--- src/dmm_tx_pkg.sv ---
package dmm_tx_pkg;

    // ------------------------------------------------------------
    // buffer geometry
    // ------------------------------------------------------------
    localparam int NUM_CHN      = 16;
    localparam int REGION_WORDS = 64;   // words per channel region
    localparam int ADDR_W       = 10;

    typedef logic [3:0]        chn_idx_t;
    typedef logic [15:0]       chn_vec_t;     // one bit per channel
    // region base is {chn, 6'd0}, so the channel sits in the upper 4 bits
    typedef logic [ADDR_W-1:0] buf_addr_t;
    typedef logic [5:0]        region_off_t;

    // bit 17 start of header, bit 16 end of frame
    typedef logic [17:0] word_t;
    typedef logic [15:0] payload_t;
    typedef logic [31:0] slot_cnt_t;
    typedef logic [2:0]  head_cnt_t;

    // ------------------------------------------------------------
    // header constants
    // ------------------------------------------------------------
    localparam logic [4:0] COM2_TYPE    = 5'd2;
    localparam logic [4:0] COM3_TYPE    = 5'd3;
    localparam payload_t   COM_DATA_LEN = 16'd128;
    localparam payload_t   IO_DATA_LEN  = 16'd64;
    localparam payload_t   HEAD_WORDS   = 16'd8;    // subtracted for packet length
    localparam payload_t   DATA_TYPE    = 16'h88b5;

    // ------------------------------------------------------------
    // send slot and resend
    // ------------------------------------------------------------
    localparam payload_t   SLOT_MIN_RUN = 16'd30;
    localparam slot_cnt_t  SLOT_DEFAULT = 32'd162500;  // used for short run cycles
    localparam slot_cnt_t  SLOT_SCALE   = 32'd5120;    // cycles per run_cycle unit
    localparam logic [1:0] RESEND_MAX   = 2'd2;

    // frame reader FSM
    typedef enum logic [1:0] {
        RD_IDLE,
        RD_HEAD,
        RD_PAYLOAD,
        RD_HOLD
    } rd_state_t;

endpackage

--- src/dmm_tx_chn_track.sv ---
`timescale 1ns/1ns

module dmm_tx_chn_track (
    input  logic                  clk_12_5m,
    input  logic                  rst_12_5m,
    input  logic                  wr_done,
    input  logic                  rd_last,
    input  dmm_tx_pkg::slot_cnt_t slot_cycles,
    output logic                  empty
);

    dmm_tx_pkg::slot_cnt_t dly_cnt;     // cycles to the next resend
    logic [1:0]            resend_cnt;
    logic                  resend;

    assign resend = (dly_cnt == dmm_tx_pkg::slot_cnt_t'(1));

    // ------------------------------------------------------------
    // resend timer
    // ------------------------------------------------------------
    always_ff @(posedge clk_12_5m or negedge rst_12_5m) begin
        if (!rst_12_5m) begin
            dly_cnt    <= '0;
            resend_cnt <= '0;
        end else if (wr_done) begin
            // fresh frame restarts the resend sequence
            dly_cnt    <= slot_cycles;
            resend_cnt <= '0;
        end else if (resend) begin
            resend_cnt <= resend_cnt + 2'd1;
            if (resend_cnt < dmm_tx_pkg::RESEND_MAX - 2'd1)
                dly_cnt <= slot_cycles;     // arm the next offer
            else
                dly_cnt <= '0;              // last resend, timer stops
        end else if (dly_cnt != '0) begin
            dly_cnt <= dly_cnt - 32'd1;
        end
    end

    // ------------------------------------------------------------
    // empty flag
    // ------------------------------------------------------------
    always_ff @(posedge clk_12_5m or negedge rst_12_5m) begin
        if (!rst_12_5m) begin
            empty <= 1'b1;
        end else if (rd_last) begin
            empty <= 1'b1;                  // frame drained
        end else if (wr_done || resend) begin
            empty <= 1'b0;
        end
    end

endmodule

--- config.mk ---
export PLATFORM = sky130hd
export DESIGN_NAME = dmm_tx_chn_track
export DESIGN_NICKNAME = d
export VERILOG_FILES = /design/src/dmm_tx_pkg.sv /design/src/dmm_tx_chn_track.sv
export SDC_FILE = /design/constraint.sdc
export NUM_CORES = 1
export LEC_CHECK = 0
export BUFFER_PORTS_ARGS = -buffer_cell sky130_fd_sc_hd__buf_2
export CAP_MARGIN = 20
export CORE_AREA = 3 3 80 82
export DETAILED_ROUTE_END_ITERATION = 10
export DIE_AREA = 0 0 83 85
export SYNTH_ARGS = -nofsm -noshare
export SYNTH_HDL_FRONTEND = slang
export SYNTH_SLANG_ARGS = --single-unit
--- constraint.sdc ---
create_clock -name clk_12_5m -period 4.5 [get_ports clk_12_5m]
set_input_delay 0.9 -clock clk_12_5m [delete_from_list [all_inputs] [get_ports clk_12_5m]]
set_output_delay 0.9 -clock clk_12_5m [all_outputs]
set_load 0.05 [all_outputs]
# Word-level counts from Yosys, hierarchy flattened
# Index checks and enable logic that the tools add are counted.
word_totals:
  ff_bits: 35
  in_bits: 36
  out_inout_bits: 1
  wordCells: 20
classes:
  addsub: 2
  order_cmp: 1
  n_eq_ne: 1
  n_mux: 8
  reduce_logical: 5
op_table:
  columns: ["op", "n"]
  rows:
  - ["$mux W32", 4]
  - ["$eq A32 B1 Y1 const B", 1]
  - ["$reduce_bool A32 Y1", 1]
  - ["$sub A32 B1 Y32 const B", 1]
  - ["$mux W2", 2]
  - ["$reduce_bool A2 Y1", 2]
  - ["$reduce_bool A3 Y1", 1]
  - ["$add A2 B1 Y2 const B", 1]
  - ["$lt A2 B1 Y1 const B", 1]
  - ["$mux W1", 2]
  - ["$logic_or A1 B1 Y1", 1]

# Depth between registers and ports, before layout
logic_depth:
  word_depth: 4
  ltp_mapped: 8
  depth_no_buf: 7

# Worst setup path after synthesis
# OpenSTA, ideal clock, no wires.
synth_path:
  path_kind: "reg-to-reg"
  startpoint: "register dly_cnt[25]"
  endpoint: "register dly_cnt[9]"
  setup_ps: 124
  arrival_ps: 2459
  t_required_ps: 4376
  setup_slack_ps: 1917
  stages_incl_launch_ff: 8
  path_buffers: 2
  synth_period_minus_slack_ps: 2583
  path_cell_list: "dfrtp_1 or4_1 buf_2 or4_4 buf_6 or4_1 a32oi_1 nand2_1"
synth_between:
  elab_chain_len: 3
  word_cells_on_any_way: 5
  classes_between: "eq/ne (1); mux (2); reduce/logical (2)"
synth_rtl:
  columns: ["item", "line_no", "source"]
  rows:
  - ["start, declared", "dmm_tx_chn_track.sv:12", "dmm_tx_pkg::slot_cnt_t dly_cnt;"]
  - ["start signal, assigned", "dmm_tx_chn_track.sv:27", "dly_cnt <= slot_cycles;"]
  - ["start signal, assigned", "dmm_tx_chn_track.sv:32", "dly_cnt <= slot_cycles;"]
  - ["start signal, assigned", "dmm_tx_chn_track.sv:36", "dly_cnt <= dly_cnt - 32'd1;"]
  - ["$eq A32 B1 Y1", "dmm_tx_chn_track.sv:16", "assign resend = (dly_cnt == dmm_tx_pkg::slot_cnt_t'(1));"]
  - ["$mux W32", "dmm_tx_chn_track.sv:29", "end else if (resend) begin"]
  - ["$mux W32", "dmm_tx_chn_track.sv:25", "end else if (wr_done) begin"]
# Several ways; a longest one is shown, not always the timed one.
# A chain may end at the register's enable or synchronous reset.

# Worst setup path after layout
layout_path:
  startpoint: "register dly_cnt[24]"
  endpoint: "register dly_cnt[24]"
layout_between:
  elab_chain_len: 4
  word_cells_on_any_way: 7
  classes_between: "add/sub (1); eq/ne (1); mux (3); reduce/logical (2)"
layout_rtl:
  columns: ["item", "line_no", "source"]
  rows:
  - ["$sub A32 B1 Y32", "dmm_tx_chn_track.sv:36", null]
  - ["$mux W32", "dmm_tx_chn_track.sv:35", "end else if (dly_cnt != '0) begin"]
  - ["$mux W32", "dmm_tx_chn_track.sv:29", null]
  - ["$mux W32", "dmm_tx_chn_track.sv:25", null]
# Several ways; a longest one is shown, not always the timed one. The select of a mux whose other input is x is not followed.

==> flow_metrics.tcl <==
set metrics [dict create \
    cts_buffers 5 \
    worst-slew-pin-transition_ps 905 \
    post-route-drc-count 0 \
    hold_buffers 0 \
    mean_area_per_synthesized_cell_um2 8.89 \
    ant_cells 0 \
    timing_hold_violations_final 0 \
    synth-warning-count 0 \
    max_slew_margin_pct 39.5 \
    count_of_instances_resized_after_the_clock_tree_is_built 0 \
    drt-vias-per-instance 5.70 \
    reg2regPathDepth 6 \
    cts_num_sinks 35 \
    placement.io_buffers 36 \
    share_comb_of_total_power_pct 19.5 \
    postCtsSetupBuffers 0 \
    via_count 2051 \
    synth.top_cells.by_area "sky130_fd_sc_hd__dfrtp_1 (38%), sky130_fd_sc_hd__nand2_1 (4.7%), sky130_fd_sc_hd__xor2_1 (3.9%)" \
    postSynthNetCount 291 \
    fraction_of_the_yosys_area_taken_by_sequential_cells_pct 39.3 \
    clock_skew_ps 14.8 \
    synthesis.instances 251 \
    synth-main-ff-cell "sky130_fd_sc_hd__dfrtp_1" \
    first_global_vias 2031 \
    number_of_maximum_capacitance_violations 0 \
    nFillCells 608 \
    final.min_clock_period_ps 3210 \
    die_height_um 85 \
    globalRoute.totalOverflow 0 \
    worst-endpoint-required_ps 4720 \
    path_max_fanout 16 \
    yosys.area.top_type_share_pct 38.1 \
    status "finished, final reports clean" \
    die-area_um2 7060 \
    clockRootBuffer "sky130_fd_sc_hd__clkbuf_8" \
    postRouteAntennaNets 0 \
    final_report_setup_violation_count 0 \
    wire_length_of_the_first_global_routing_pass_um 9650 \
    num_io_pins 37 \
    final_replace_weighted_congestion 0.897 \
    switchingPower_uw 233 \
    syn-cell-area_um2 2230 \
    sw_frac_of_total_pct 31.1 \
    relative_contribution_of_the_clock_network_to_total_power_pct 30.0 \
    postRouteWirelength_um 5740 \
    worst_ir_drop_vdd_mv 0.129 \
    setup.worst_path.class "flop to flop" \
    cellLeakagePower_uw 0.00108 \
    holdCritPathClass "flop to flop" \
    cts_tree "yes" \
    drive_above_1_share_pct 20.0 \
    finalCritPeriodShare_pct 71.4 \
    design.final.nets 324 \
    worst_hold_stages 1 \
    wl_per_cell_um 15.9 \
    setup-tns-final_ps 0 \
    max-clock-path-buffers 2 \
    grt_start_max_net_pins 36 \
    most_frequent_cells_after_synthesis "sky130_fd_sc_hd__dfrtp_1 (34), sky130_fd_sc_hd__nand2_1 (28), sky130_fd_sc_hd__nor2_1 (21), sky130_fd_sc_hd__nor3_1 (16), sky130_fd_sc_hd__o21ai_0 (14)" \
    ys_ff_latch 35 \
    synth.largest_area_cell "sky130_fd_sc_hd__dfrtp_1" \
    worst_path_clk_slew_ps 80 \
    power.density_nw_per_um2 293 \
    cell_internal_pwr_uw 517 \
    drtIter0Drc 56 \
    layout_setup_ws_ps 1290 \
    distinct_cell_type_count_of_the_synthesized_netlist 47 \
    critical_path.endpoint_type "flop" \
    final-max-slew-violation-count 0 \
    yosysMostFrequentCell "sky130_fd_sc_hd__dfrtp_1" \
    std_cell_rows 28 \
    ff_latch_area_um2 877 \
    number_of_enable_flip_flop_cells_after_synthesis 0 \
    cp.arrival_ps 3430 \
    share_seq_of_total_power_pct 50.5 \
    floorplan.core_area_um2 5820 \
    drt_first_pass_iters 4 \
    start_util_pct 38.4 \
    maxClockFrequency_ghz 0.311 \
    area_occupied_by_multi_input_gates_um2 1250 \
    area_growth_syn_to_layout_pct 14.7 \
    worstSetupStartpointType "flop" \
    detailedPlace.worstSlack_ps 1290 \
    unrepaired_setup_endpoints_after_global_routing "no" \
    detail_placement_hpwl_um 4080 \
    worst_skew_pair.late_latency_ps 290 \
    timing.reg2reg.setup_slack_ps 1290 \
    antenna_violations_before_repair 0 \
    die_width_um 83 \
    globalRouteTotalUtil_pct 16.6 \
    synth-async-reset-ratio_pct 100 \
    htree_num_levels 2 \
]
[area by class of cell]
class / count / share of cell area [%]
Multi-Input combinational cell: 193 / 48.7
Tap cell: 75 / 3.66
Sequential cell: 35 / 34.2
Clock buffer: 7 / 2.98
Clock inverter: 1 / 0.195
Timing Repair Buffer: 42 / 9.23
Inverter: 7 / 1.03
[metal layers]
metal	vias to the layer above	track usage [%]	part of all wire (%)	wire length, um
met4	0	4.75	0.24	14
met5	-	0	0	0
met3	2	3.40	4.3	249
met2	50	27.1	47	2710
met1	987	22.4	48	2760
li1	1012	-	-	-
[critical path: stages, from the launching register on]
cell and delay, ps:
sky130_fd_sc_hd__dfrtp_1 430, sky130_fd_sc_hd__or4_1 640, sky130_fd_sc_hd__or4_4 620, sky130_fd_sc_hd__o41ai_4 870, sky130_fd_sc_hd__buf_4 360, sky130_fd_sc_hd__nand2_1 90, sky130_fd_sc_hd__a21oi_1 120
[sequential cells by signal, indices dropped and copies added (netlist names)]
name        count
resend_cnt      2
empty           1
dly_cnt        32
[logic make-up (layout without fill, tap and decap cells)]
family | Yosys count | count (layout) | synth area share [%]
simple gates | 109 | 109 | 25.8
fa+ha+maj | 4 | 4 | 2.24
compound gates | 61 | 61 | 19.9
buf+inv | 23 | 57 | 5.21
mux | 2 | 2 | 0.897
flops | 35 | 35 | 39.3
xor+xnor | 17 | 17 | 6.67
[final timing paths]
check,from,to
min in group asynchronous,rst_12_5m,dly_cnt[21]
hold / removal,empty,empty
max in group asynchronous,rst_12_5m,dly_cnt[27]
setup reg to reg,dly_cnt[24],dly_cnt[24]
setup / recovery,dly_cnt[24],dly_cnt[24]
hold reg to reg,empty,empty
[power by group through the flow]
stage | clock [uW] | combinational [uW] | sequential, uW
CTS | 233 | 147 | 378
global placement | 0 | 143 | 384
floorplan | 0 | 101 | 378
finish | 225 | 146 | 379
detailed placement | 0 | 145 | 384
global route | 246 | 165 | 383
[per-stage QoR]
step                      cells  hold WS [ps]  power, uW  instance area [um^2]  utilization [%]
final                       360           512        750                  2560             44.0
after global routing        360           529        795                  2560             44.0
after CTS                   358           514        758                  2530             43.6
after detailed placement    350           502        529                  2450             42.2
after global placement      350           499        527                  2450             42.2
after floorplan             251           489        479                  2230                -
[placed cells by master (no fill, tap or decap), types with 2 or more instances in the layout]
master and count:
sky130_fd_sc_hd__and4_1 3, sky130_fd_sc_hd__nor3_1 16, sky130_fd_sc_hd__clkbuf_1 2, sky130_fd_sc_hd__buf_4 4, sky130_fd_sc_hd__nand4_1 10, sky130_fd_sc_hd__ha_1 4
sky130_fd_sc_hd__nor2_1 21, sky130_fd_sc_hd__o21ai_0 14, sky130_fd_sc_hd__clkbuf_8 5, sky130_fd_sc_hd__nor4_1 13, sky130_fd_sc_hd__inv_1 7, sky130_fd_sc_hd__or3_1 6
sky130_fd_sc_hd__o41a_1 2, sky130_fd_sc_hd__xor2_1 10, sky130_fd_sc_hd__mux2i_1 2, sky130_fd_sc_hd__o31a_1 6, sky130_fd_sc_hd__a22oi_1 9, sky130_fd_sc_hd__buf_2 36
sky130_fd_sc_hd__nand2_1 28, sky130_fd_sc_hd__o21ai_1 5, sky130_fd_sc_hd__a21oi_1 10, sky130_fd_sc_hd__dfrtp_1 34, sky130_fd_sc_hd__or4_1 5, sky130_fd_sc_hd__a21boi_0 2
sky130_fd_sc_hd__xnor2_1 7
No activity file was read; power rests on OpenSTA's default activity.
