`src/dmm_tx_pkg.sv`:
```
package dmm_tx_pkg;

    // ------------------------------------------------------------
    // buffer geometry
    // ------------------------------------------------------------
    localparam int NUM_CHN      = 16;
    localparam int REGION_WORDS = 64;   // words per channel region
    localparam int ADDR_W       = 10;

    typedef logic [3:0]        chn_idx_t;
    typedef logic [15:0]       chn_vec_t;     // one bit per channel
    // region base is {chn, 6'd0}, so the channel sits in the upper 4 bits
    typedef logic [ADDR_W-1:0] buf_addr_t;
    typedef logic [5:0]        region_off_t;

    // bit 17 start of header, bit 16 end of frame
    typedef logic [17:0] word_t;
    typedef logic [15:0] payload_t;
    typedef logic [31:0] slot_cnt_t;
    typedef logic [2:0]  head_cnt_t;

    // ------------------------------------------------------------
    // header constants
    // ------------------------------------------------------------
    localparam logic [4:0] COM2_TYPE    = 5'd2;
    localparam logic [4:0] COM3_TYPE    = 5'd3;
    localparam payload_t   COM_DATA_LEN = 16'd128;
    localparam payload_t   IO_DATA_LEN  = 16'd64;
    localparam payload_t   HEAD_WORDS   = 16'd8;    // subtracted for packet length
    localparam payload_t   DATA_TYPE    = 16'h88b5;

    // ------------------------------------------------------------
    // send slot and resend
    // ------------------------------------------------------------
    localparam payload_t   SLOT_MIN_RUN = 16'd30;
    localparam slot_cnt_t  SLOT_DEFAULT = 32'd162500;  // used for short run cycles
    localparam slot_cnt_t  SLOT_SCALE   = 32'd5120;    // cycles per run_cycle unit
    localparam logic [1:0] RESEND_MAX   = 2'd2;

    // frame reader FSM
    typedef enum logic [1:0] {
        RD_IDLE,
        RD_HEAD,
        RD_PAYLOAD,
        RD_HOLD
    } rd_state_t;

endpackage

```
`src/dmm_tx_wr_ctrl.sv`:
```
`timescale 1ns/1ns

module dmm_tx_wr_ctrl (
    input  logic                   clk_12_5m,
    input  logic                   rst_12_5m,
    input  logic                   wr_sel,
    input  dmm_tx_pkg::chn_idx_t   chn_sel,
    input  logic                   wr_en,
    input  dmm_tx_pkg::word_t      wr_data,
    input  dmm_tx_pkg::payload_t   run_cycle,
    output logic                   buf_we,
    output dmm_tx_pkg::buf_addr_t  buf_waddr,
    output dmm_tx_pkg::word_t      buf_wdata,
    output dmm_tx_pkg::chn_vec_t   wr_done,
    output dmm_tx_pkg::slot_cnt_t  slot_cycles
);

    logic                    wr_sel_d1;
    logic                    wr_sel_d2;
    logic                    wr_en_d1;
    dmm_tx_pkg::chn_idx_t    chn_sel_d1;
    dmm_tx_pkg::word_t       wr_data_d1;
    dmm_tx_pkg::chn_idx_t    wr_chn;        // channel of the current frame
    dmm_tx_pkg::region_off_t wr_off;
    logic                    wr_sop;
    logic                    wr_eop;

    // ------------------------------------------------------------
    // input stage
    // ------------------------------------------------------------
    always_ff @(posedge clk_12_5m or negedge rst_12_5m) begin
        if (!rst_12_5m) begin
            wr_sel_d1 <= 1'b0;
            wr_sel_d2 <= 1'b0;
            wr_en_d1  <= 1'b0;
        end else begin
            wr_sel_d1 <= wr_sel;
            wr_sel_d2 <= wr_sel_d1;
            wr_en_d1  <= wr_en;
        end
    end

    always_ff @(posedge clk_12_5m) begin
        chn_sel_d1 <= chn_sel;
        wr_data_d1 <= wr_data;
        buf_wdata  <= wr_data_d1;   // lines up with buf_we
    end

    assign wr_sop = wr_sel_d1 & ~wr_sel_d2;
    assign wr_eop = ~wr_sel_d1 & wr_sel_d2;

    // ------------------------------------------------------------
    // write addressing
    // ------------------------------------------------------------
    always_ff @(posedge clk_12_5m or negedge rst_12_5m) begin
        if (!rst_12_5m) begin
            buf_we <= 1'b0;
            wr_chn <= '0;
            wr_off <= '0;
        end else begin
            buf_we <= wr_sel_d1 & wr_en_d1;
            if (wr_sop) begin
                wr_chn <= chn_sel_d1;
                wr_off <= '0;
            end else if (buf_we) begin
                wr_off <= wr_off + 6'd1;    // wraps inside the region
            end
        end
    end

    assign buf_waddr = {wr_chn, wr_off};

    // done pulse and send slot length
    always_ff @(posedge clk_12_5m or negedge rst_12_5m) begin
        if (!rst_12_5m) begin
            wr_done     <= '0;
            slot_cycles <= dmm_tx_pkg::SLOT_DEFAULT;
        end else begin
            wr_done <= wr_eop ? (dmm_tx_pkg::chn_vec_t'(1) << wr_chn) : '0;
            if (run_cycle > dmm_tx_pkg::SLOT_MIN_RUN)
                slot_cycles <= dmm_tx_pkg::slot_cnt_t'(run_cycle) * dmm_tx_pkg::SLOT_SCALE;
            else
                slot_cycles <= dmm_tx_pkg::SLOT_DEFAULT;
        end
    end

endmodule

```
`config.mk`:
```
export PLATFORM = sky130hd
export DESIGN_NAME = dmm_tx_wr_ctrl
export DESIGN_NICKNAME = d
export VERILOG_FILES = /design/src/dmm_tx_pkg.sv /design/src/dmm_tx_wr_ctrl.sv
export SDC_FILE = /design/constraint.sdc
export NUM_CORES = 1
export LEC_CHECK = 0
export BUFFER_PORTS_ARGS = -buffer_cell sky130_fd_sc_hd__buf_2
export CAP_MARGIN = 0
export CORE_ASPECT_RATIO = 1.4
export CORE_MARGIN = 2
export CORE_UTILIZATION = 40
export CTS_BUF_LIST = sky130_fd_sc_hd__clkbuf_4
export CTS_CLUSTER_DIAMETER = 40
export DETAILED_ROUTE_END_ITERATION = 6
export PLACE_DENSITY_LB_ADDON = 0.1
export SYNTH_ARGS = -nofsm -noshare
export SYNTH_HDL_FRONTEND = slang
export SYNTH_SLANG_ARGS = --single-unit
```
`constraint.sdc`:
```
create_clock -name clk_12_5m -period 2.9 [get_ports clk_12_5m]
set_input_delay 0.29 -clock clk_12_5m [delete_from_list [all_inputs] [get_ports clk_12_5m]]
set_output_delay 0.29 -clock clk_12_5m [all_outputs]
set_load 0.05 [all_outputs]
```
# [After elaboration in Yosys (flattened, before gate mapping)]
# Index checks and enable logic that the tools add are counted.
[word_totals] out_inout_bits=77 ff_bits=102 word_cells=25 input_bits=42
[op_classes] magnitude_cmp=1 n_reduce_logical=1 n_addsub=1 n_shift=1 n_mul=1 n_bitwise=5 n_mux=4
[ops] operator="$mux 29" n=1
[ops] operator="$mul 16x3->19 const B" n=1
[ops] operator="$gt 16x5->1 const B" n=1
[ops] operator="$mux 16" n=1
[ops] operator="$shl 1x4->16 const A" n=1
[ops] operator="$mux 6" n=2
[ops] operator="$add 6x1->6 const B" n=1
[ops] operator="$and 1x1->1" n=3
[ops] operator="$not 1->1" n=2
[ops] operator="$reduce_bool 2->1" n=1

# [Depth between registers and ports, before layout]
# Gate-level depths: netlist of the first run.
[depth] depth_word=3 ltp_mapped=8 ltp_nobuf=8

# [Worst setup path after synthesis of the first run]
# OpenSTA, ideal clock, no wires.
[synth_path] kind="input to register" from="input port run_cycle[1]" to="register slot_cycles[27]" required_time_ps=2775 slack_ps=636 arrival_time_ps=2139 n_path_buf=0 setup_time_ps=125 path_stages=7 cell_sequence="ha_1 ha_1 fa_1 a21o_2 a221oi_4 o211ai_2 mux2_4"
[synth_between] elab_chain_len=2 elab_cells_between_ends=3 classes_between="mul (1); order compare (1); mux (1)"
[synth_rtl] item="start, declared" line_no="dmm_tx_wr_ctrl.sv:10" rtl="input dmm_tx_pkg::payload_t run_cycle,"
[synth_rtl] item="$mul 16x3->19 / $gt 16x5->1 (equally long branches)" line_no="dmm_tx_wr_ctrl.sv:81, dmm_tx_wr_ctrl.sv:80"
[synth_rtl] item="$mux 29 *" line_no="dmm_tx_wr_ctrl.sv:80" rtl="if (run_cycle > dmm_tx_pkg::SLOT_MIN_RUN)"
[synth_rtl] item="end signal, assigned" line_no="dmm_tx_wr_ctrl.sv:77" rtl="slot_cycles <= dmm_tx_pkg::SLOT_DEFAULT;"
[synth_rtl] item="end signal, assigned" line_no="dmm_tx_wr_ctrl.sv:81" rtl="slot_cycles <= dmm_tx_pkg::slot_cnt_t'(run_cycle) * dmm_tx_pkg::SLOT_SCALE;"
[synth_rtl] item="end signal, assigned" line_no="dmm_tx_wr_ctrl.sv:83" rtl="slot_cycles <= dmm_tx_pkg::SLOT_DEFAULT;"
[synth_rtl] item="end, declared" line_no="dmm_tx_wr_ctrl.sv:15" rtl="output dmm_tx_pkg::slot_cnt_t slot_cycles"
# Every way passes the cells marked *; elsewhere a longest branch is shown, timed or not.
# A chain may end at the register's enable or synchronous reset.

# [Worst setup path after layout of the first run]
# Same ends and word-level chain as after synthesis.

==> results of run 1 <==
-- registers in the layout, indices dropped and copies added, names as in the netlist --
signal	flops
wr_chn	4
buf_wdata	18
wr_sel_d2	1
chn_sel_d1	4
wr_off	6
buf_we	1
wr_sel_d1	1
wr_done	16
wr_data_d1	18
slot_cycles	20
wr_en_d1	1
-- repair_timing --
item | in CTS | in global routing
endpoints found under the hold margin | 24 | 0
gates resized for setup | 0 | 0
hold buffers | 24 | 0
-- report_power, final --
part           internal, mW  leakage [nW]  switching (mW)
Combinational         0.236          1.21           0.578
Clock                 0.261        0.0757           0.405
Sequential             1.36         0.965          0.0545
Total                  1.86          2.25            1.04
-- worst max-delay path, delay by kind of cell --
| family | cells | cell delay [ns] |
|---|---|---|
| mux | 1 | 0.30 |
| buf+inv | 1 | 0.11 |
| fa+ha+maj | 3 | 0.92 |
| compound gates | 3 | 0.78 |
-- how the worst max path moves through the flow --
stage / startpoint / to / slack [ns] / cells past startpoint
after floorplan: run_cycle[1] / slot_cycles[27] / 0.64 / 7
after global routing: run_cycle[1] / slot_cycles[27] / 0.77 / 8
after global placement: run_cycle[1] / slot_cycles[27] / 0.39 / 8
final: run_cycle[1] / slot_cycles[27] / 0.81 / 8
after detailed placement: run_cycle[1] / slot_cycles[27] / 0.38 / 8
after CTS: run_cycle[1] / slot_cycles[27] / 0.86 / 8
-- routing by layer --
| layer | track usage | up-vias |
|---|---|---|
| li1 | - | 1246 |
| met1 | 0.162 | 1109 |
| met2 | 0.286 | 67 |
| met3 | 0.0332 | 11 |
| met4 | 0.0787 | 0 |
| met5 | 0 | - |
-- area by class of cell --
cell class	count	area [um^2]
clock inverter	7	66.3
clock buffer	9	67.6
tap	105	131
sequential	90	2060
antenna	1	2.50
inverter	2	7.51
timing repair buffer	135	801
fill	801	4050
multi-input combinational	180	1330
-- cells by family (layout without fill, tap and decap cells) --
group,Yosys count,after routing,share of synthesized area
and+or+nand+nor,82,82,0.124
other,1,10,0.00108
muxes,6,6,0.0201
adders and majority gates,30,30,0.110
xor gates and xnor gates,13,13,0.0327
buffers and inverters,19,153,0.0366
DFF,90,90,0.591
AOI/OAI and AO/OA,40,40,0.0847
-- Yosys cell counts (3+ instances only) --
cell type / number
sky130_fd_sc_hd__a21o_1: 6
sky130_fd_sc_hd__a21oi_1: 12
sky130_fd_sc_hd__and3_1: 5
sky130_fd_sc_hd__buf_4: 13
sky130_fd_sc_hd__clkbuf_1: 3
sky130_fd_sc_hd__dfrtp_1: 44
sky130_fd_sc_hd__dfstp_2: 6
sky130_fd_sc_hd__dfxtp_1: 40
sky130_fd_sc_hd__ha_1: 29
sky130_fd_sc_hd__mux2_2: 4
sky130_fd_sc_hd__nand2_1: 12
sky130_fd_sc_hd__nand2b_1: 5
sky130_fd_sc_hd__nand3_1: 6
sky130_fd_sc_hd__nand4_1: 4
sky130_fd_sc_hd__nor2_1: 21
sky130_fd_sc_hd__nor3_1: 10
sky130_fd_sc_hd__nor4_1: 4
sky130_fd_sc_hd__o21ai_0: 3
sky130_fd_sc_hd__xnor2_1: 7
sky130_fd_sc_hd__xor2_1: 6
-- metrics by stage --
step	total power, mW	area (um^2)
after floorplan	2.04	3510
after detailed placement	2.24	4090
after global routing	3.06	4460
final	2.90	4460
after CTS	2.94	4460
after global placement	2.23	4090
==> impl_metrics.tcl, run 1 <==
set metrics [dict create \
    grt_first_pass_wirelength_mm 11.5 \
    synth_cell_type_count 51 \
    wire_per_inst_um 13.1 \
    cts_num_sinks 90 \
    rsz0062_at_grt "no" \
    cts_buffers 9 \
    postRouteAntennaNets 0 \
    grt_antenna_before_repair 1 \
    detail_route.iter0.violations 40 \
    share_of_layout_cells_above_drive_strength_1 0.348 \
    regToRegEndpoint "wr_chn[2]" \
    worst_hold_slack_ns 0.00726 \
    place_worst_setup_slack_ns 0.377 \
    critPathKind "input pin to flip-flop" \
    gpl.final_weighted_congestion 0.812 \
    core_utilization_of_the_finished_layout 0.525 \
    crit_arrival_ns 2.41 \
    power_per_cell_area_nw_per_um2 649 \
    min_path_type "input pin to asynchronous set/reset pin" \
    vdd_drop_max_uv 376 \
    grt_start_max_net_pins 48 \
    place_hpwl_mm 5.37 \
    ys_dominant_reg_cell "sky130_fd_sc_hd__dfrtp_1" \
    met2RoutedLength_mm 3.85 \
    path_clk_slew_ns 0.14 \
    portion_of_the_post_synthesis_area_used_by_sequential_elements 0.591 \
    worst-endpoint-required_ns 3.22 \
    ff2ff_path_depth 2 \
    regToRegSetupSlack_ns 1.28 \
    final-max-slew-violation-count 0 \
    timing.critical_path.mode_cell "sky130_fd_sc_hd__ha_1" \
    core_region_area_um2 8510 \
    postSynthRegisterBits 90 \
    syn_area_per_cell_um2 12.4 \
    critPathMaxFanout 5 \
    met1_length_mm 2.65 \
    final_cell_mix "sky130_fd_sc_hd__buf_2, sky130_fd_sc_hd__dfrtp_1, sky130_fd_sc_hd__dfxtp_1, sky130_fd_sc_hd__ha_1, sky130_fd_sc_hd__dlygate4sd3_1" \
    clock_tree.root_cell "sky130_fd_sc_hd__clkbuf_4" \
    grt.overflow.total 0 \
    clock-skew-final_ns 0.0118 \
    drc 0 \
    synth_area_um2 3480 \
    start_kind "input pin" \
    async_flop_share 0.556 \
    setup-violations-final 0 \
    cts_post_setup_buffers_inserted 0 \
    die_h_um 114 \
    vias_in_the_first_global_route 2417 \
    setup_tns_ns 0 \
    rr_startpoint "wr_sel_d1" \
    end_kind "flip-flop" \
    setup_ws_ns 0.813 \
    post_synth_main_area_contributors "sky130_fd_sc_hd__dfrtp_1, sky130_fd_sc_hd__dfxtp_1, sky130_fd_sc_hd__ha_1" \
    design.final.nets 490 \
    placed_cells_incl_taps 488 \
    io_pins 119 \
    die_area_um2 9480 \
    fin_cells 529 \
    synth.yosys.warnings 0 \
    max_slew.worst_pin.slew_ns 0.998 \
    clock_path_buffers 2 \
    die_w_um 82.9 \
    detail_route.first_pass.iterations 4 \
    synth.top_cell.area_share 0.316 \
    hold_viol 0 \
    synth_largest_area_cell "sky130_fd_sc_hd__dfrtp_1" \
    grt_util_all_layers 0.154 \
    detail_route.vias_per_cell 4.60 \
    postSynthCellCount 281 \
    maxSlewHeadroom 0.335 \
    detail_route.wirelength_mm 6.94 \
    maxCapViolations 0 \
    final_period_minus_worst_setup_slack_ns 2.09 \
    syn2layout_area_growth_pct 28.1 \
    run_status "finished, final reports clean" \
    tritoncts "built" \
    crit_path_top_delay_cell "sky130_fd_sc_hd__fa_1" \
    synth-edff-count 0 \
    fin_crit_sh 0.720 \
    initial_core_util 0.410 \
    port-buffer-count 109 \
    max_clock_freq_ghz 0.479 \
    rows 40 \
    layout_commonest_cell "sky130_fd_sc_hd__buf_2" \
    met3_wirelength_um 314 \
    clkLatencyLatePin_ns 0.43 \
    crit_path_cell_trace "buf_2 -> ha_1 -> ha_1 -> fa_1 -> a21o_2 -> a221oi_4 -> o211ai_2 -> mux2_4" \
    topRoutingLayerUsed "met4" \
    clock_tree.htree_level_count 3 \
    routed-via-count 2433 \
    static_leakage_nw 2.25 \
    critical-path-max-stage-delay_ns 0.41 \
]
(Power assumes the default switching activity.)
==> run 2: changes to the inputs <==
--- a/config.mk
+++ b/config.mk
@@ -5,6 +5,7 @@
 export SDC_FILE = /design/constraint.sdc
 export NUM_CORES = 1
 export LEC_CHECK = 0
+export ABC_AREA = 1
 export BUFFER_PORTS_ARGS = -buffer_cell sky130_fd_sc_hd__buf_2
 export CAP_MARGIN = 0
 export CORE_ASPECT_RATIO = 1.4
==> constraint.sdc (replaced) <==
create_clock -name clk_12_5m -period 2 [get_ports clk_12_5m]
set_input_delay 0.2 -clock clk_12_5m [delete_from_list [all_inputs] [get_ports clk_12_5m]]
set_output_delay 0.2 -clock clk_12_5m [all_outputs]
set_load 0.05 [all_outputs]
==> impl_metrics.tcl, run 2 <==
set metrics [dict create \
    synth_most_common_cell "sky130_fd_sc_hd__nand2_1" \
    place_hpwl_mm 5.79 \
    final_cell_mix "sky130_fd_sc_hd__buf_2, sky130_fd_sc_hd__nand2_1, sky130_fd_sc_hd__nor2_1, sky130_fd_sc_hd__inv_1, sky130_fd_sc_hd__dfrtp_1" \
    initial_core_util 0.406 \
    core_region_area_um2 8930 \
    grt_util_all_layers 0.160 \
    min_path_type "input pin to flip-flop" \
    synth.top_cell.area_share 0.304 \
    post_synth_main_area_contributors "sky130_fd_sc_hd__dfrtp_1, sky130_fd_sc_hd__dfxtp_1, sky130_fd_sc_hd__ha_1" \
    clock_path_buffers 2 \
    global_route.usage.met1 0.172 \
    ff_latch_area_um2 2060 \
    die_area_um2 9840 \
    design.final.nets 608 \
    max_slew.worst_pin.slew_ns 0.723 \
    maxSlewHeadroom 0.518 \
    max_flop_register "slot_cycles" \
    static_leakage_nw 2.58 \
    start_kind "input pin" \
    critPathMaxFanout 3 \
    detail_route.wirelength_mm 7.38 \
    use_met2 0.293 \
    portion_of_the_post_synthesis_area_used_by_sequential_elements 0.569 \
    postRouteAntennaNets 0 \
    cts_buffers 9 \
    placed_cells_incl_taps 606 \
    wire_per_inst_um 11.4 \
    final-max-slew-violation-count 0 \
    power_per_cell_area_nw_per_um2 890 \
    gpl.final_weighted_congestion 0.826 \
    die_h_um 117 \
    worst-endpoint-required_ns 2.38 \
    postSynthCellCount 389 \
    hold_viol 0 \
    grt.overflow.total 0 \
    core_utilization_of_the_finished_layout 0.525 \
    groute.layer.met3.usage 0.0311 \
    fin_cells 649 \
    grt_antenna_before_repair 1 \
    share_of_layout_cells_above_drive_strength_1 0.274 \
    stdcell_area_um2 4690 \
    cts_num_sinks 90 \
    setup_tns_ns 0 \
    tritoncts "built" \
    io_pins 119 \
    max_clock_freq_ghz 0.526 \
    routed-via-count 2866 \
    layout_commonest_cell "sky130_fd_sc_hd__buf_2" \
    detail_route.vias_per_cell 4.42 \
    clock-skew-final_ns 0.00932 \
    maxCapViolations 0 \
    final_period_minus_worst_setup_slack_ns 1.90 \
    ys_dominant_reg_cell "sky130_fd_sc_hd__dfrtp_1" \
    flip_flop_count_of_the_largest_register_after_layout 20 \
    detailed_place.area_um2 4280 \
    clkLatencyLatePin_ns 0.44 \
    grt-busiest-layer "met2" \
    detail_route.first_pass.iterations 4 \
    synth.top_cells.by_count "sky130_fd_sc_hd__nand2_1, sky130_fd_sc_hd__nor2_1, sky130_fd_sc_hd__dfrtp_1, sky130_fd_sc_hd__inv_1, sky130_fd_sc_hd__dfxtp_1" \
    vdd_drop_max_uv 667 \
    layout.filler_cells 876 \
    rows 41 \
    grt_first_pass_wirelength_mm 12.3 \
    syn2layout_area_growth_pct 29.4 \
    clock_tree.root_cell "sky130_fd_sc_hd__clkbuf_4" \
    port-buffer-count 109 \
    setup-violations-final 0 \
    synth_cell_type_count 25 \
    synth.yosys.warnings 0 \
    reg_top3 "slot_cycles (20), buf_wdata (18), wr_data_d1 (18)" \
    cts_post_setup_buffers_inserted 0 \
    synth_area_um2 3620 \
    critPathKind "input pin to flip-flop" \
    ff2ff_path_depth 6 \
    end_kind "flip-flop" \
    die_w_um 84.4 \
    grt_start_max_net_pins 34 \
    postSynthRegisterBits 90 \
    drc 0 \
    synth_largest_area_cell "sky130_fd_sc_hd__dfrtp_1" \
    run_status "finished, final reports clean" \
    async_flop_share 0.556 \
    syn_area_per_cell_um2 9.31 \
    worst_hold_slack_ns 0.0454 \
    detail_route.iter0.violations 67 \
    vias_in_the_first_global_route 2757 \
    synth-edff-count 0 \
    fin_crit_sh 0.951 \
    crit_arrival_ns 2.28 \
    min_path_cells 3 \
    area_of_the_multi_input_gates_um2 1320 \
    clock_tree.htree_level_count 3 \
    path_clk_slew_ns 0.13 \
]
==> run 2: cell count changes in the layout (fill, tap and decap cells not counted), sizes merged, moves of 5 or more <==
cell	previous run	this run
a21o	7	0
and3	8	0
inv	4	51
mux2	5	0
nand2	12	90
nand2b	5	0
nand3	6	22
nor2	21	57
nor3	10	4
o21ai	4	9
==> run 2: worst max-delay path, stage by stage <==
cell and delay, ns:
sky130_fd_sc_hd__dlygate4sd3_1 0.53, sky130_fd_sc_hd__buf_2 0.14, sky130_fd_sc_hd__ha_1 0.20, sky130_fd_sc_hd__ha_2 0.20, sky130_fd_sc_hd__fa_2 0.35, sky130_fd_sc_hd__nand3_1 0.09
sky130_fd_sc_hd__nand3_1 0.13, sky130_fd_sc_hd__xor2_1 0.16, sky130_fd_sc_hd__or2_2 0.27
==> run 2: path summary, 6_finish.rpt <==
check                              start         endpoint  slack (ns)
max in group asynchronous      rst_12_5m      wr_done[12]        1.03
hold / removal             run_cycle[15]  slot_cycles[28]        0.05
min in group asynchronous      rst_12_5m       wr_done[2]        0.34
hold reg to reg            wr_data_d1[0]     buf_wdata[0]        0.34
setup / recovery            run_cycle[0]  slot_cycles[17]         0.1
setup reg to reg                  buf_we        wr_off[5]        0.89
==> run 2: cell type report <==
cell class | instances | share of cell area
Inverter | 47 | 0.0376
Antenna cell | 1 | 0.000534
Clock inverter | 7 | 0.0160
Timing Repair Buffer | 141 | 0.181
Tap cell | 107 | 0.0286
Multi-Input combinational cell | 247 | 0.282
Clock buffer | 9 | 0.0144
Sequential cell | 90 | 0.439
==> run 2: per-layer routing <==
metal / up-vias / wire length (um)
li1: 1499 / -
met1: 1278 / 2940
met2: 72 / 3890
met3: 17 / 298
met4: 0 / 255
met5: - / 0
==> run 2: power by group <==
| group | switching [mW] | internal [mW] | leakage [nW] |
|---|---|---|---|
| Clock | 0.601 | 0.394 | 0.0807 |
| Sequential | 0.0568 | 1.96 | 0.964 |
| Combinational | 0.845 | 0.314 | 1.53 |
==> run 2: stage by stage <==
step	setup WS (ns)	total power, mW
after CTS	0.0478	4.23
after global placement	0.0124	3.18
after global routing	-0.00553	4.42
final	0.0987	4.17
after detailed placement	-0.0109	3.19
after floorplan	0.215	2.89
==> run 2: cell families (layout without fill, tap and decap cells) <==
logic type | after synthesis | in the layout | synth area share
AO/OA/AOI/OAI | 21 | 21 | 0.0290
AND/OR/NAND/NOR | 181 | 181 | 0.204
other | 1 | 10 | 0.00104
adder cells (fa/ha/maj) | 30 | 30 | 0.106
buffers and inverters | 60 | 204 | 0.0767
flip-flops | 90 | 90 | 0.569
XOR/XNOR | 6 | 6 | 0.0145
==> run 2: repair_timing <==
item / in CTS / in global routing
hold endpoints to repair: 50 / 0
endpoints found under the setup margin: 0 / 6
resized for setup: 0 / 3
hold buffers: 26 / 0
